$ cat config.mk
export PLATFORM = sky130hd
export DESIGN_NAME = bnn_classifier_top
export DESIGN_NICKNAME = d
export VERILOG_FILES = /design/src/design/bnn_pkg.sv /design/src/design/feature_sequencer.sv /design/src/design/hidden_layer.sv /design/src/design/xnor_popcount_layer.sv /design/src/design/argmax_select.sv /design/src/design/bnn_classifier_top.sv
export VERILOG_INCLUDE_DIRS = /design/src /design/src/design
export SDC_FILE = /design/constraint.sdc
export NUM_CORES = 2
export LEC_CHECK = 0
export BUFFER_PORTS_ARGS = -buffer_cell sky130_fd_sc_hd__buf_4
export CORE_ASPECT_RATIO = 1.1
export CORE_MARGIN = 2
export CORE_UTILIZATION = 28
export DETAILED_ROUTE_END_ITERATION = 7
export GPL_ROUTABILITY_DRIVEN = 0
export GPL_TIMING_DRIVEN = 0
export HOLD_SLACK_MARGIN = 0.06
export SLEW_MARGIN = 10
export SYNTH_ARGS = -nofsm -noshare
export SYNTH_HDL_FRONTEND = slang
export SYNTH_SLANG_ARGS = --single-unit
$ cat constraint.sdc
create_clock -name clk -period 18.3 [get_ports clk]
set_clock_uncertainty 0.05 [all_clocks]
set_input_delay 2.745 -clock clk [delete_from_list [all_inputs] [get_ports clk]]
set_output_delay 2.745 -clock clk [all_outputs]
set_load 0.1 [all_outputs]
$ cat src/design/bnn_config.svh
`ifndef BNN_CONFIG_SVH
`define BNN_CONFIG_SVH

`define BNN_FEATURES    12
`define BNN_FEAT_BITS   4
`define BNN_HIDDEN      40
`define BNN_CLASSES     6
// Worst-case hidden sum is 12 * 15 = 180 in magnitude, so 9 bits with sign
`define BNN_ACC_BITS    9
`define BNN_SCORE_BITS  6
`define BNN_CLASS_BITS  3

`endif

$ cat src/design/bnn_pkg.sv
`include "bnn_config.svh"

package bnn_pkg;

  typedef logic [`BNN_FEATURES-1:0][`BNN_FEAT_BITS-1:0] features_t;

  typedef struct packed {
    logic                     valid;
    logic                     last;
    logic [`BNN_FEAT_BITS-1:0] value;
  } feature_beat_t;

  typedef struct packed {
    logic                   valid;
    logic [`BNN_HIDDEN-1:0] bits; // Sign per neuron, 1 = sum >= 0
  } hidden_vec_t;

  typedef struct packed {
    logic                                           valid;
    logic [`BNN_CLASSES-1:0][`BNN_SCORE_BITS-1:0] score;
  } class_scores_t;

  typedef struct packed {
    logic                       valid;
    logic [`BNN_CLASS_BITS-1:0] class_idx;
  } class_result_t;

  typedef enum logic {SEQ_IDLE, SEQ_RUN} seq_state_e;
  typedef enum logic {POP_IDLE, POP_RUN} pop_state_e;

  // Bit feature*40 + neuron, 1 = add, 0 = subtract
  localparam logic [`BNN_FEATURES*`BNN_HIDDEN-1:0] HIDDEN_WEIGHTS = {
    80'hd3a5_6c91_e2f4_0b87_5a1c, 80'h9e36_47b2_c08d_f15a_3e69,
    80'h27c4_b9e1_58a0_6d3f_92b7, 80'hf1e0_4a6d_3c95_b782_0e5d,
    80'h6b29_d7f3_81c4_5ea0_c736, 80'h48af_2e91_7d0c_b36a_f5d2
  };

  // Bit class*40 + hidden index, expected hidden bit
  localparam logic [`BNN_CLASSES*`BNN_HIDDEN-1:0] OUT_WEIGHTS = {
    80'hc59b_1e73_a26f_04d8_9b3e, 80'h3f82_d6a4_5c17_e09b_71a5,
    80'ha4d1_8e3c_f760_2b95_4c8e
  };

endpackage

$ cat src/design/feature_sequencer.sv
`include "bnn_config.svh"
`timescale 1ns/1ns

module feature_sequencer
  import bnn_pkg::*;
(
  input  logic          clk,
  input  logic          rst,
  input  logic          start,
  input  features_t     features,
  input  logic          slot_free,
  output logic          ready,
  output feature_beat_t beat
);

  localparam int IDX_BITS = $clog2(`BNN_FEATURES);
  localparam logic [IDX_BITS-1:0] LAST_IDX = IDX_BITS'(`BNN_FEATURES - 1);

  seq_state_e          state;
  logic [IDX_BITS-1:0] idx;
  features_t           feat_q;
  logic                accept;

  // Last beat still in flight to the hidden layer also blocks a new start
  assign ready  = (state == SEQ_IDLE) && !beat.valid && slot_free;
  assign accept = start && ready;

  always_ff @(posedge clk) begin
    if (accept) begin
      feat_q <= features; // Sample fixed at acceptance
    end
  end

  always_ff @(posedge clk or posedge rst) begin
    if (rst) begin
      state <= SEQ_IDLE;
      idx   <= '0;
      beat  <= '0;
    end else begin
      case (state)
        SEQ_IDLE: begin
          beat <= '0;
          if (accept) begin
            state <= SEQ_RUN;
            idx   <= '0;
          end
        end
        SEQ_RUN: begin
          beat.valid <= 1'b1;
          beat.last  <= (idx == LAST_IDX);
          beat.value <= feat_q[idx];
          if (idx == LAST_IDX) begin
            state <= SEQ_IDLE;
            idx   <= '0;
          end else begin
            idx <= idx + 1'b1;
          end
        end
        default: state <= SEQ_IDLE;
      endcase
    end
  end

endmodule

$ cat src/design/hidden_layer.sv
`include "bnn_config.svh"
`timescale 1ns/1ns

module hidden_layer
  import bnn_pkg::*;
(
  input  logic          clk,
  input  logic          rst,
  input  feature_beat_t beat,
  output hidden_vec_t   hidden
);

  localparam int IDX_BITS = $clog2(`BNN_FEATURES);

  logic [IDX_BITS-1:0]             feat_idx;
  logic [`BNN_HIDDEN-1:0]          op_bits;
  logic [`BNN_HIDDEN-1:0]          sign_next;
  logic signed [`BNN_ACC_BITS-1:0] operand;

  assign op_bits = HIDDEN_WEIGHTS[feat_idx*`BNN_HIDDEN +: `BNN_HIDDEN];
  assign operand = $signed({{(`BNN_ACC_BITS-`BNN_FEAT_BITS){1'b0}}, beat.value});

  always_ff @(posedge clk or posedge rst) begin
    if (rst) begin
      feat_idx <= '0;
    end else if (beat.valid) begin
      feat_idx <= beat.last ? '0 : feat_idx + 1'b1;
    end
  end

  for (genvar n = 0; n < `BNN_HIDDEN; n++) begin : g_neuron
    logic signed [`BNN_ACC_BITS-1:0] acc;
    logic signed [`BNN_ACC_BITS-1:0] acc_next;

    assign acc_next     = op_bits[n] ? acc + operand : acc - operand;
    assign sign_next[n] = ~acc_next[`BNN_ACC_BITS-1]; // Sum >= 0

    always_ff @(posedge clk or posedge rst) begin
      if (rst) begin
        acc <= '0;
      end else if (beat.valid) begin
        acc <= beat.last ? '0 : acc_next; // Clear for the next sample
      end
    end
  end

  always_ff @(posedge clk or posedge rst) begin
    if (rst) begin
      hidden <= '0;
    end else begin
      hidden.valid <= beat.valid && beat.last;
      if (beat.valid && beat.last) begin
        hidden.bits <= sign_next;
      end
    end
  end

endmodule

$ cat src/design/xnor_popcount_layer.sv
`include "bnn_config.svh"
`timescale 1ns/1ns

module xnor_popcount_layer
  import bnn_pkg::*;
(
  input  logic          clk,
  input  logic          rst,
  input  hidden_vec_t   hidden,
  output logic          slot_free,
  output class_scores_t scores
);

  localparam int CNT_BITS = $clog2(`BNN_HIDDEN);
  localparam logic [CNT_BITS-1:0] LAST_BIT = CNT_BITS'(`BNN_HIDDEN - 1);
  // Remaining bits <= feature count once this many are consumed
  localparam logic [CNT_BITS-1:0] FREE_AT  = CNT_BITS'(`BNN_HIDDEN - `BNN_FEATURES);

  pop_state_e             state;
  logic [CNT_BITS-1:0]    bit_cnt;
  logic [CNT_BITS-1:0]    cur_idx;
  logic [`BNN_HIDDEN-1:0] hid_q;
  logic                   cur_bit;
  logic [`BNN_CLASSES-1:0] match;

  // Bit 0 is taken straight from the incoming vector
  assign cur_idx = hidden.valid ? '0 : bit_cnt;
  assign cur_bit = hidden.valid ? hidden.bits[0] : hid_q[bit_cnt];

  for (genvar c = 0; c < `BNN_CLASSES; c++) begin : g_match
    assign match[c] = ~(OUT_WEIGHTS[c*`BNN_HIDDEN + cur_idx] ^ cur_bit);
  end

  assign slot_free = ((state == POP_IDLE) && !hidden.valid) ||
                     ((state == POP_RUN) && (bit_cnt >= FREE_AT));

  always_ff @(posedge clk) begin
    if (hidden.valid) begin
      hid_q <= hidden.bits;
    end
  end

  always_ff @(posedge clk or posedge rst) begin
    if (rst) begin
      state   <= POP_IDLE;
      bit_cnt <= '0;
      scores  <= '0;
    end else begin
      scores.valid <= 1'b0;
      if (hidden.valid) begin
        state   <= POP_RUN;
        bit_cnt <= CNT_BITS'(1);
        for (int c = 0; c < `BNN_CLASSES; c++) begin
          scores.score[c] <= {{(`BNN_SCORE_BITS-1){1'b0}}, match[c]};
        end
      end else if (state == POP_RUN) begin
        for (int c = 0; c < `BNN_CLASSES; c++) begin
          scores.score[c] <= scores.score[c] + {{(`BNN_SCORE_BITS-1){1'b0}}, match[c]};
        end
        if (bit_cnt == LAST_BIT) begin
          state        <= POP_IDLE;
          bit_cnt      <= '0;
          scores.valid <= 1'b1;
        end else begin
          bit_cnt <= bit_cnt + 1'b1;
        end
      end
    end
  end

endmodule

$ cat src/design/argmax_select.sv
`include "bnn_config.svh"
`timescale 1ns/1ns

module argmax_select
  import bnn_pkg::*;
(
  input  logic          clk,
  input  logic          rst,
  input  class_scores_t scores,
  output class_result_t result
);

  logic [`BNN_CLASS_BITS-1:0] best_idx;
  logic [`BNN_SCORE_BITS-1:0] best_score;

  always_comb begin
    best_idx   = '0;
    best_score = scores.score[0];
    for (int c = 1; c < `BNN_CLASSES; c++) begin
      if (scores.score[c] > best_score) begin // Strict, lowest index keeps a tie
        best_idx   = c[`BNN_CLASS_BITS-1:0];
        best_score = scores.score[c];
      end
    end
  end

  always_ff @(posedge clk or posedge rst) begin
    if (rst) begin
      result <= '0;
    end else begin
      result.valid <= scores.valid;
      if (scores.valid) begin
        result.class_idx <= best_idx;
      end
    end
  end

endmodule

$ cat src/design/bnn_classifier_top.sv
`timescale 1ns/1ns

module bnn_classifier_top
  import bnn_pkg::*;
(
  input  logic          clk,
  input  logic          rst,
  input  logic          start,
  input  features_t     features,
  output logic          ready,
  output class_result_t result
);

  feature_beat_t beat;
  hidden_vec_t   hidden;
  class_scores_t scores;
  logic          slot_free; // Entrance back-pressure from the popcount layer

  feature_sequencer u_feature_sequencer (
    .clk       (clk),
    .rst       (rst),
    .start     (start),
    .features  (features),
    .slot_free (slot_free),
    .ready     (ready),
    .beat      (beat)
  );

  hidden_layer u_hidden_layer (
    .clk    (clk),
    .rst    (rst),
    .beat   (beat),
    .hidden (hidden)
  );

  xnor_popcount_layer u_xnor_popcount_layer (
    .clk       (clk),
    .rst       (rst),
    .hidden    (hidden),
    .slot_free (slot_free),
    .scores    (scores)
  );

  argmax_select u_argmax_select (
    .clk    (clk),
    .rst    (rst),
    .scores (scores),
    .result (result)
  );

endmodule

== Word level (Yosys, flattened, before mapping) ==
Memory sizes are Yosys's and may differ from the RTL's.
Cells that the tools add are included.

* Bits of input ports: 51
* Output and inout bits: 5
* Bits in registers: 552
* Word-level logic and storage cells: 374
* Memories kept: 6
* Bits in read-only memories: 1344

* Mux-type cells: 119
* Equal/unequal tests: 3
* Multipliers: 1
* Shift-type cells: 1
* Reductions and logical operators: 10
* $add $sub $neg: 94
* Bitwise gates (word level): 54
* Magnitude comparators: 14

{| class="wikitable"
|+ Memories
! memory !! words !! bits a word !! rd ports !! clocked after memory_dff !! wr ports !! line !! text
|-
| (name not given) || 256 || 1 || 1 || 0 || 0 || xnor_popcount_layer.sv:31 || <nowiki>assign match[c] = ~(OUT_WEIGHTS[c*`BNN_HIDDEN + cur_idx] ^ cur_bit);</nowiki>
|-
| (name not given) || 256 || 1 || 1 || 0 || 0 || xnor_popcount_layer.sv:31 ||
|-
| (name not given) || 256 || 1 || 1 || 0 || 0 || xnor_popcount_layer.sv:31 ||
|-
| (name not given) || 256 || 1 || 1 || 0 || 0 || xnor_popcount_layer.sv:31 ||
|-
| (name not given) || 256 || 1 || 1 || 0 || 0 || xnor_popcount_layer.sv:31 ||
|-
| (name not given) || 64 || 1 || 1 || 0 || 0 || xnor_popcount_layer.sv:31 ||
|}

{| class="wikitable"
|+ Operators by type and width
! operator !! number
|-
| two-way mux 9 bit || 80
|-
| indexed part select 480 x 11 -> 40 bit, first input constant || 1
|-
| adder 9 x 5 -> 9 bit || 40
|-
| subtractor 9 x 5 -> 9 bit || 40
|-
| less-than comparator 32 x 9 -> 1 bit, second input constant || 5
|-
| two-way mux 6 bit || 8
|-
| inverter 1 bit || 48
|-
| two-way mux 37 bit || 1
|-
| adder 6 x 1 -> 6 bit || 6
|-
| two-way mux 36 bit || 1
|-
| > comparator 6 bit || 5
|-
| adder 8 x 6 -> 9 bit, first input constant || 2
|-
| adder 7 x 6 -> 8 bit, first input constant || 2
|-
| binary-select mux 4 bit (select 4 bit) || 1
|-
| two-way mux 1 bit || 16
|-
| two-way mux 4 bit || 4
|-
| case mux 6 bit (2 select lines) || 1
|-
| less-than comparator 6 x 9 -> 1 bit, second input constant || 1
|-
| adder 4 x 1 -> 4 bit, second input constant || 2
|-
| case mux 4 bit (2 select lines) || 1
|-
| adder 6 x 6 -> 7 bit, first input constant || 1
|-
| less-than comparator 6 x 7 -> 1 bit, second input constant || 1
|-
| multiplier 4 x 3 -> 7 bit, second input constant || 1
|-
| adder 6 x 1 -> 6 bit, second input constant || 1
|-
| 14 further kinds || 27
|}

== Longest topological paths before layout ==
* Word-level depth: 10
* Gate-level depth with buffers: 45
* Mapped depth without buffers: 43

== Hierarchy ==
A second synthesis with hierarchy kept.

* Cell total of the unflattened synthesis: 4399
* Area, all modules: 41846.4 µm²

{| class="wikitable"
|+ By module, submodules not included
! module !! cells an instance !! seq. area each (µm²) !! area an instance (µm²) !! instances
|-
| hidden_layer || 3475 || 10134.7 || 32165.8 || 1
|-
| xnor_popcount_layer || 537 || 2302.2 || 5520.3 || 1
|-
| feature_sequencer || 131 || 1716.6 || 2317.2 || 1
|-
| argmax_select || 256 || 100.1 || 1843.0 || 1
|}

== Least setup slack after synthesis ==
Ideal clock, no wire load.

* Path type: register -> register
* From: register, netlist name u_xnor_popcount_layer.scores[2]
* To: register, netlist name u_argmax_select.result[1]
* Data required time: 18.186 ns
* Setup slack: 10.611 ns
* Arrival: 7.575 ns
* Period minus slack after synthesis: 7.689 ns
* Buffers on the path: 1
* Cell stages (with the launch flop): 40
* Setup time: 0.064 ns
* Cells stage by stage: dfrtp_1 inv_1 ha_1 and4_4 o21a_4 o31ai_4 mux2_2 ha_1 and3_1 o2111ai_2 o31ai_2 nand3_1 and2_1 nor2_1 ha_1 a31oi_1 nand2_1 o211a_1 (+4 left out) o21ai_0 nand2b_1 a21oi_1 nor2b_1 o22a_1 clkbuf_1 o31ai_2 ha_1 nor2b_1 o21a_1 o21a_1 o21ai_0 nand2b_1 a21oi_1 o21ai_0 nor2_1 a22o_1 a21o_1

* Longest elaborated chain between the ends: 10
* Elaborated cells on any way between the ends: 13
* Classes of those cells: order compare: 5; mux: 8

{| class="wikitable"
|+ RTL lines
! element !! line !! text
|-
| > comparator 6 bit || argmax_select.sv:20 || <nowiki>if (scores.score[c] > best_score) begin</nowiki>
|-
| two-way mux 6 bit * || argmax_select.sv:20 ||
|-
| > comparator 6 bit || argmax_select.sv:20 ||
|-
| two-way mux 6 bit || argmax_select.sv:20 ||
|-
| > comparator 6 bit || argmax_select.sv:20 ||
|-
| two-way mux 6 bit || argmax_select.sv:20 ||
|-
| > comparator 6 bit || argmax_select.sv:20 ||
|-
| two-way mux 6 bit || argmax_select.sv:20 ||
|-
| > comparator 6 bit || argmax_select.sv:20 ||
|-
| two-way mux 3 bit * || argmax_select.sv:20 ||
|}

Every way passes the cells marked *; elsewhere a longest branch is shown, timed or not.
A chain may end at the register's enable or synchronous reset.

== Worst setup path after layout ==
* From: register, netlist name u_xnor_popcount_layer.scores[2]
* To: register, netlist name u_argmax_select.result[1]

* Longest elaborated chain between the ends: 10
* Elaborated cells on any way between the ends: 13
* Classes of those cells: order compare: 5; mux: 8

{| class="wikitable"
|+ RTL lines
! element !! line
|-
| > comparator 6 bit || argmax_select.sv:20
|-
| two-way mux 6 bit * || argmax_select.sv:20
|-
| > comparator 6 bit || argmax_select.sv:20
|-
| two-way mux 6 bit || argmax_select.sv:20
|-
| > comparator 6 bit || argmax_select.sv:20
|-
| two-way mux 6 bit || argmax_select.sv:20
|-
| > comparator 6 bit || argmax_select.sv:20
|-
| two-way mux 6 bit || argmax_select.sv:20
|-
| > comparator 6 bit || argmax_select.sv:20
|-
| two-way mux 3 bit * || argmax_select.sv:20
|}

Marks and branches as above.

==> metrics.yaml <==
outcome: "complete, no violations"
crit_path_max_fanout: 10
track_usage_pct: 14.2
cp_common_cell: "ha_1"
setup_viol: 0
std_cell_rows: 141
avgSynthCellArea_um2: 9.61
r2r_cells: 39
drc: 0
dpl.hpwl_mm: 69.4
ys_ff_latch: 552
ys_seq_area_share_pct: 37.8
synth_edf_count: 88
dpl_cell_area_mm2: 0.0405
hp-start: "u_hidden_layer.hidden[1]$_DFFE_PP0P_"
postCtsSetupBuffers: 0
wire_per_inst_um: 16.5
cap_viol_max_count: 0
crit_type: "flop to flop"
fillCellCount: 13600
drive_gt1_share_pct: 8.63
coreArea_mm2: 0.134
viasPerCell: 4.81
grt-ovfl-total: 0
synthDistinctLibCells: 75
path_buf_inv: 2
first_pass_iters: 5
crit_required_ps: 18790
initialDrtViolationCount: 1802
synth_area_mm2: 0.0377
grt_first_pass_wirelength_mm: 160
synthArstFlopShare_pct: 84.1
finalHoldViolCount: 0
reg2reg_from: "u_xnor_popcount_layer.scores[2]$_DFFE_PP0P_"
die_h_um: 389
synth_nets: 4399
portBuffers: 55
fin_crit_sh_pct: 49.4
r2r-end: "u_argmax_select.result[1]$_DFFE_PP0P_"
clk_latency_ps: 630
synthCells: 3924
cts_buffer_depth: 3
max_slew.worst_pin.slew_ps: 1220
drtAntennaViolNets: 0
die_w_um: 354
start_util_pct: 28.1
dieArea_mm2: 0.138
crit_path_end_kind: "flop"
vias: 28400
fin_crit_ps: 9040
numCtsBuffers: 68
yosys_warnings: 0
fin_tns_setup_ps: 0
relSlewSlack_pct: 18.2
crit_slowest_cell: "a31oi_1"
cp-start-kind: "flop"
cts_root_buf: "clkbuf_16"
clock_sinks: 552
cts-hold-fix-buffers: 0
io_pins: 56
crit_family: "compound AO/OA/AOI/OAI gates"
grt_pass1_vias: 29400
hold_path.class: "flop to flop"
holdPathEnd: "u_xnor_popcount_layer.hid_q[1]$_DFFE_PP_"
fmax_mhz: 111
cts_resized: 0
antenna_found_initial: 1
ff2ff_setup_slack_ps: 9260
final_area_mm2: 0.0427
critPathArrivalTime_ps: 9530
cts_tree: "built"
whs_path_depth: 0
cts.clk_slew.worst_paths_ps: 60
area_delta_synth_final_pct: 13.4
htree_levels: 3
drv_slew: 0
fin_nets: 4531
grt_max_degree: 108
wirelength_mm: 97.6
rsz0062_at_grt: "false"
synth_flop_cell: "dfrtp_1"
worst_path_largest_cell_delay_ps: 570
fin_util_pct: 31.9
-- flip-flops by register name (all words and copies together), names as in the netlist --
name	cells
u_feature_sequencer.feat_q	48
u_feature_sequencer.state	1
u_xnor_popcount_layer.state	1
u_feature_sequencer.beat	6
u_argmax_select.result	4
u_hidden_layer.feat_idx	4
u_hidden_layer.hidden	41
u_xnor_popcount_layer.bit_cnt	6
u_xnor_popcount_layer.scores	37
u_xnor_popcount_layer.hid_q	40
u_hidden_layer.g_neuron.acc	360
u_feature_sequencer.idx	4
-- metrics by stage --
stage                     hold slack (ps)  setup slack (ps)  std cells
after floorplan                       356              2570       3924
after global placement                378             -4330       5766
after detailed placement              380              9350       5773
after CTS                             389              9280       5899
after global routing                  395              8580       5899
final                                 381              9260       5900
-- cell usage after synthesis, drive strengths merged (4+ instances only) --
library cell	instances	area share, %
a211oi	15	0.30
a21o	90	1.8
a21oi	246	3.3
a31oi	9	0.15
and2	11	0.18
and3	5	0.083
buf	17	0.21
clkbuf	159	1.6
dfrtp	464	31
edfxtp	88	7.0
fa	40	2.1
ha	384	13
inv	591	5.9
mux2	126	3.8
mux2i	32	0.86
mux4	32	1.9
nand2	116	1.2
nand2b	61	1.0
nand3	12	0.19
nand4	19	0.32
nor2	255	2.5
nor2b	75	1.3
nor3	8	0.11
nor3b	6	0.12
o211a	4	0.11
o211ai	8	0.16
o21a	8	0.18
o21ai	165	2.2
o21bai	122	2.4
o22ai	321	5.3
o31ai	10	0.30
o32ai	20	0.46
or3	6	0.10
xnor2	259	6.0
xor2	94	2.2
-- metal layers --
| layer | global-route usage [%] | wire, um | vias up |
|---|---|---|---|
| met1 | 18.7 | 44200 | 13800 |
| li1 | - | - | 13800 |
| met5 | 0 | 0 | - |
| met2 | 24.0 | 45900 | 566 |
| met3 | 1.97 | 3950 | 205 |
| met4 | 4.87 | 3430 | 0 |
-- logic make-up (layout without fill, tap and decap cells) --
kind of cell    Yosys count  after routing  share of synthesized area [%]
buf+inv                 768            956                           7.68
flops                   552            552                           37.8
mux                     190            190                           6.54
fa+ha+maj               425            425                           14.9
compound gates         1052           1052                           17.6
simple gates            584            584                           7.29
xor+xnor                353            353                           8.20
other cells               0              1                              0
-- cell type report --
type                            instances  area, um^2  share of cell area [%]
Buffer                                176         674                    1.58
Clock buffer                           92        1860                    4.36
Antenna cell                            1        2.50                 0.00585
Timing Repair Buffer                   62         583                    1.36
Multi-Input combinational cell       2604       20500                    48.1
Tap cell                             1787        2240                    5.23
Inverter                              592        2230                    5.22
Sequential cell                       552       14300                    33.4
Clock inverter                         34         348                   0.814
-- worst reg2reg max path: cells and delay by family, from the launching register on --
kind | cells | cell delay (ps)
AO/OA/AOI/OAI | 18 | 3970
flip-flops | 1 | 470
adder cells (fa/ha/maj) | 5 | 1420
multiplexers | 1 | 400
AND/OR/NAND/NOR | 13 | 2270
buffers and inverters | 2 | 360
-- how the worst max path moves through the flow --
stage,start,endpoint,slack [ps],cells after the start
floorplan,rst,u_argmax_select.result[0]$_DFFE_PP0P_,2570,1
finish,u_xnor_popcount_layer.scores[2]$_DFFE_PP0P_,u_argmax_select.result[1]$_DFFE_PP0P_,9260,39
CTS,u_xnor_popcount_layer.scores[2]$_DFFE_PP0P_,u_argmax_select.result[1]$_DFFE_PP0P_,9280,39
global route,u_xnor_popcount_layer.scores[2]$_DFFE_PP0P_,u_argmax_select.result[1]$_DFFE_PP0P_,8580,39
detailed placement,u_xnor_popcount_layer.scores[2]$_DFFE_PP0P_,u_argmax_select.result[1]$_DFFE_PP0P_,9350,39
global placement,rst,u_hidden_layer.g_neuron[13].acc[6]$_DFFE_PP0P_,-4330,2
-- cell usage in the layout (no fill, tap or decap), drive strengths merged, types with 32 or more instances in the layout --
cell	count
o22ai	321
nor2	255
nand2	116
ha	384
mux4	32
nand2b	61
a21oi	246
o21bai	122
xnor2	259
buf	79
a21o	90
edfxtp	88
mux2i	32
inv	596
fa	40
dfrtp	464
clkbuf	251
o21ai	165
xor2	94
nor2b	75
mux2	126
Power is not shown: default switching activity piles up to over one toggle a cycle in this logic, so the estimate is an artifact.
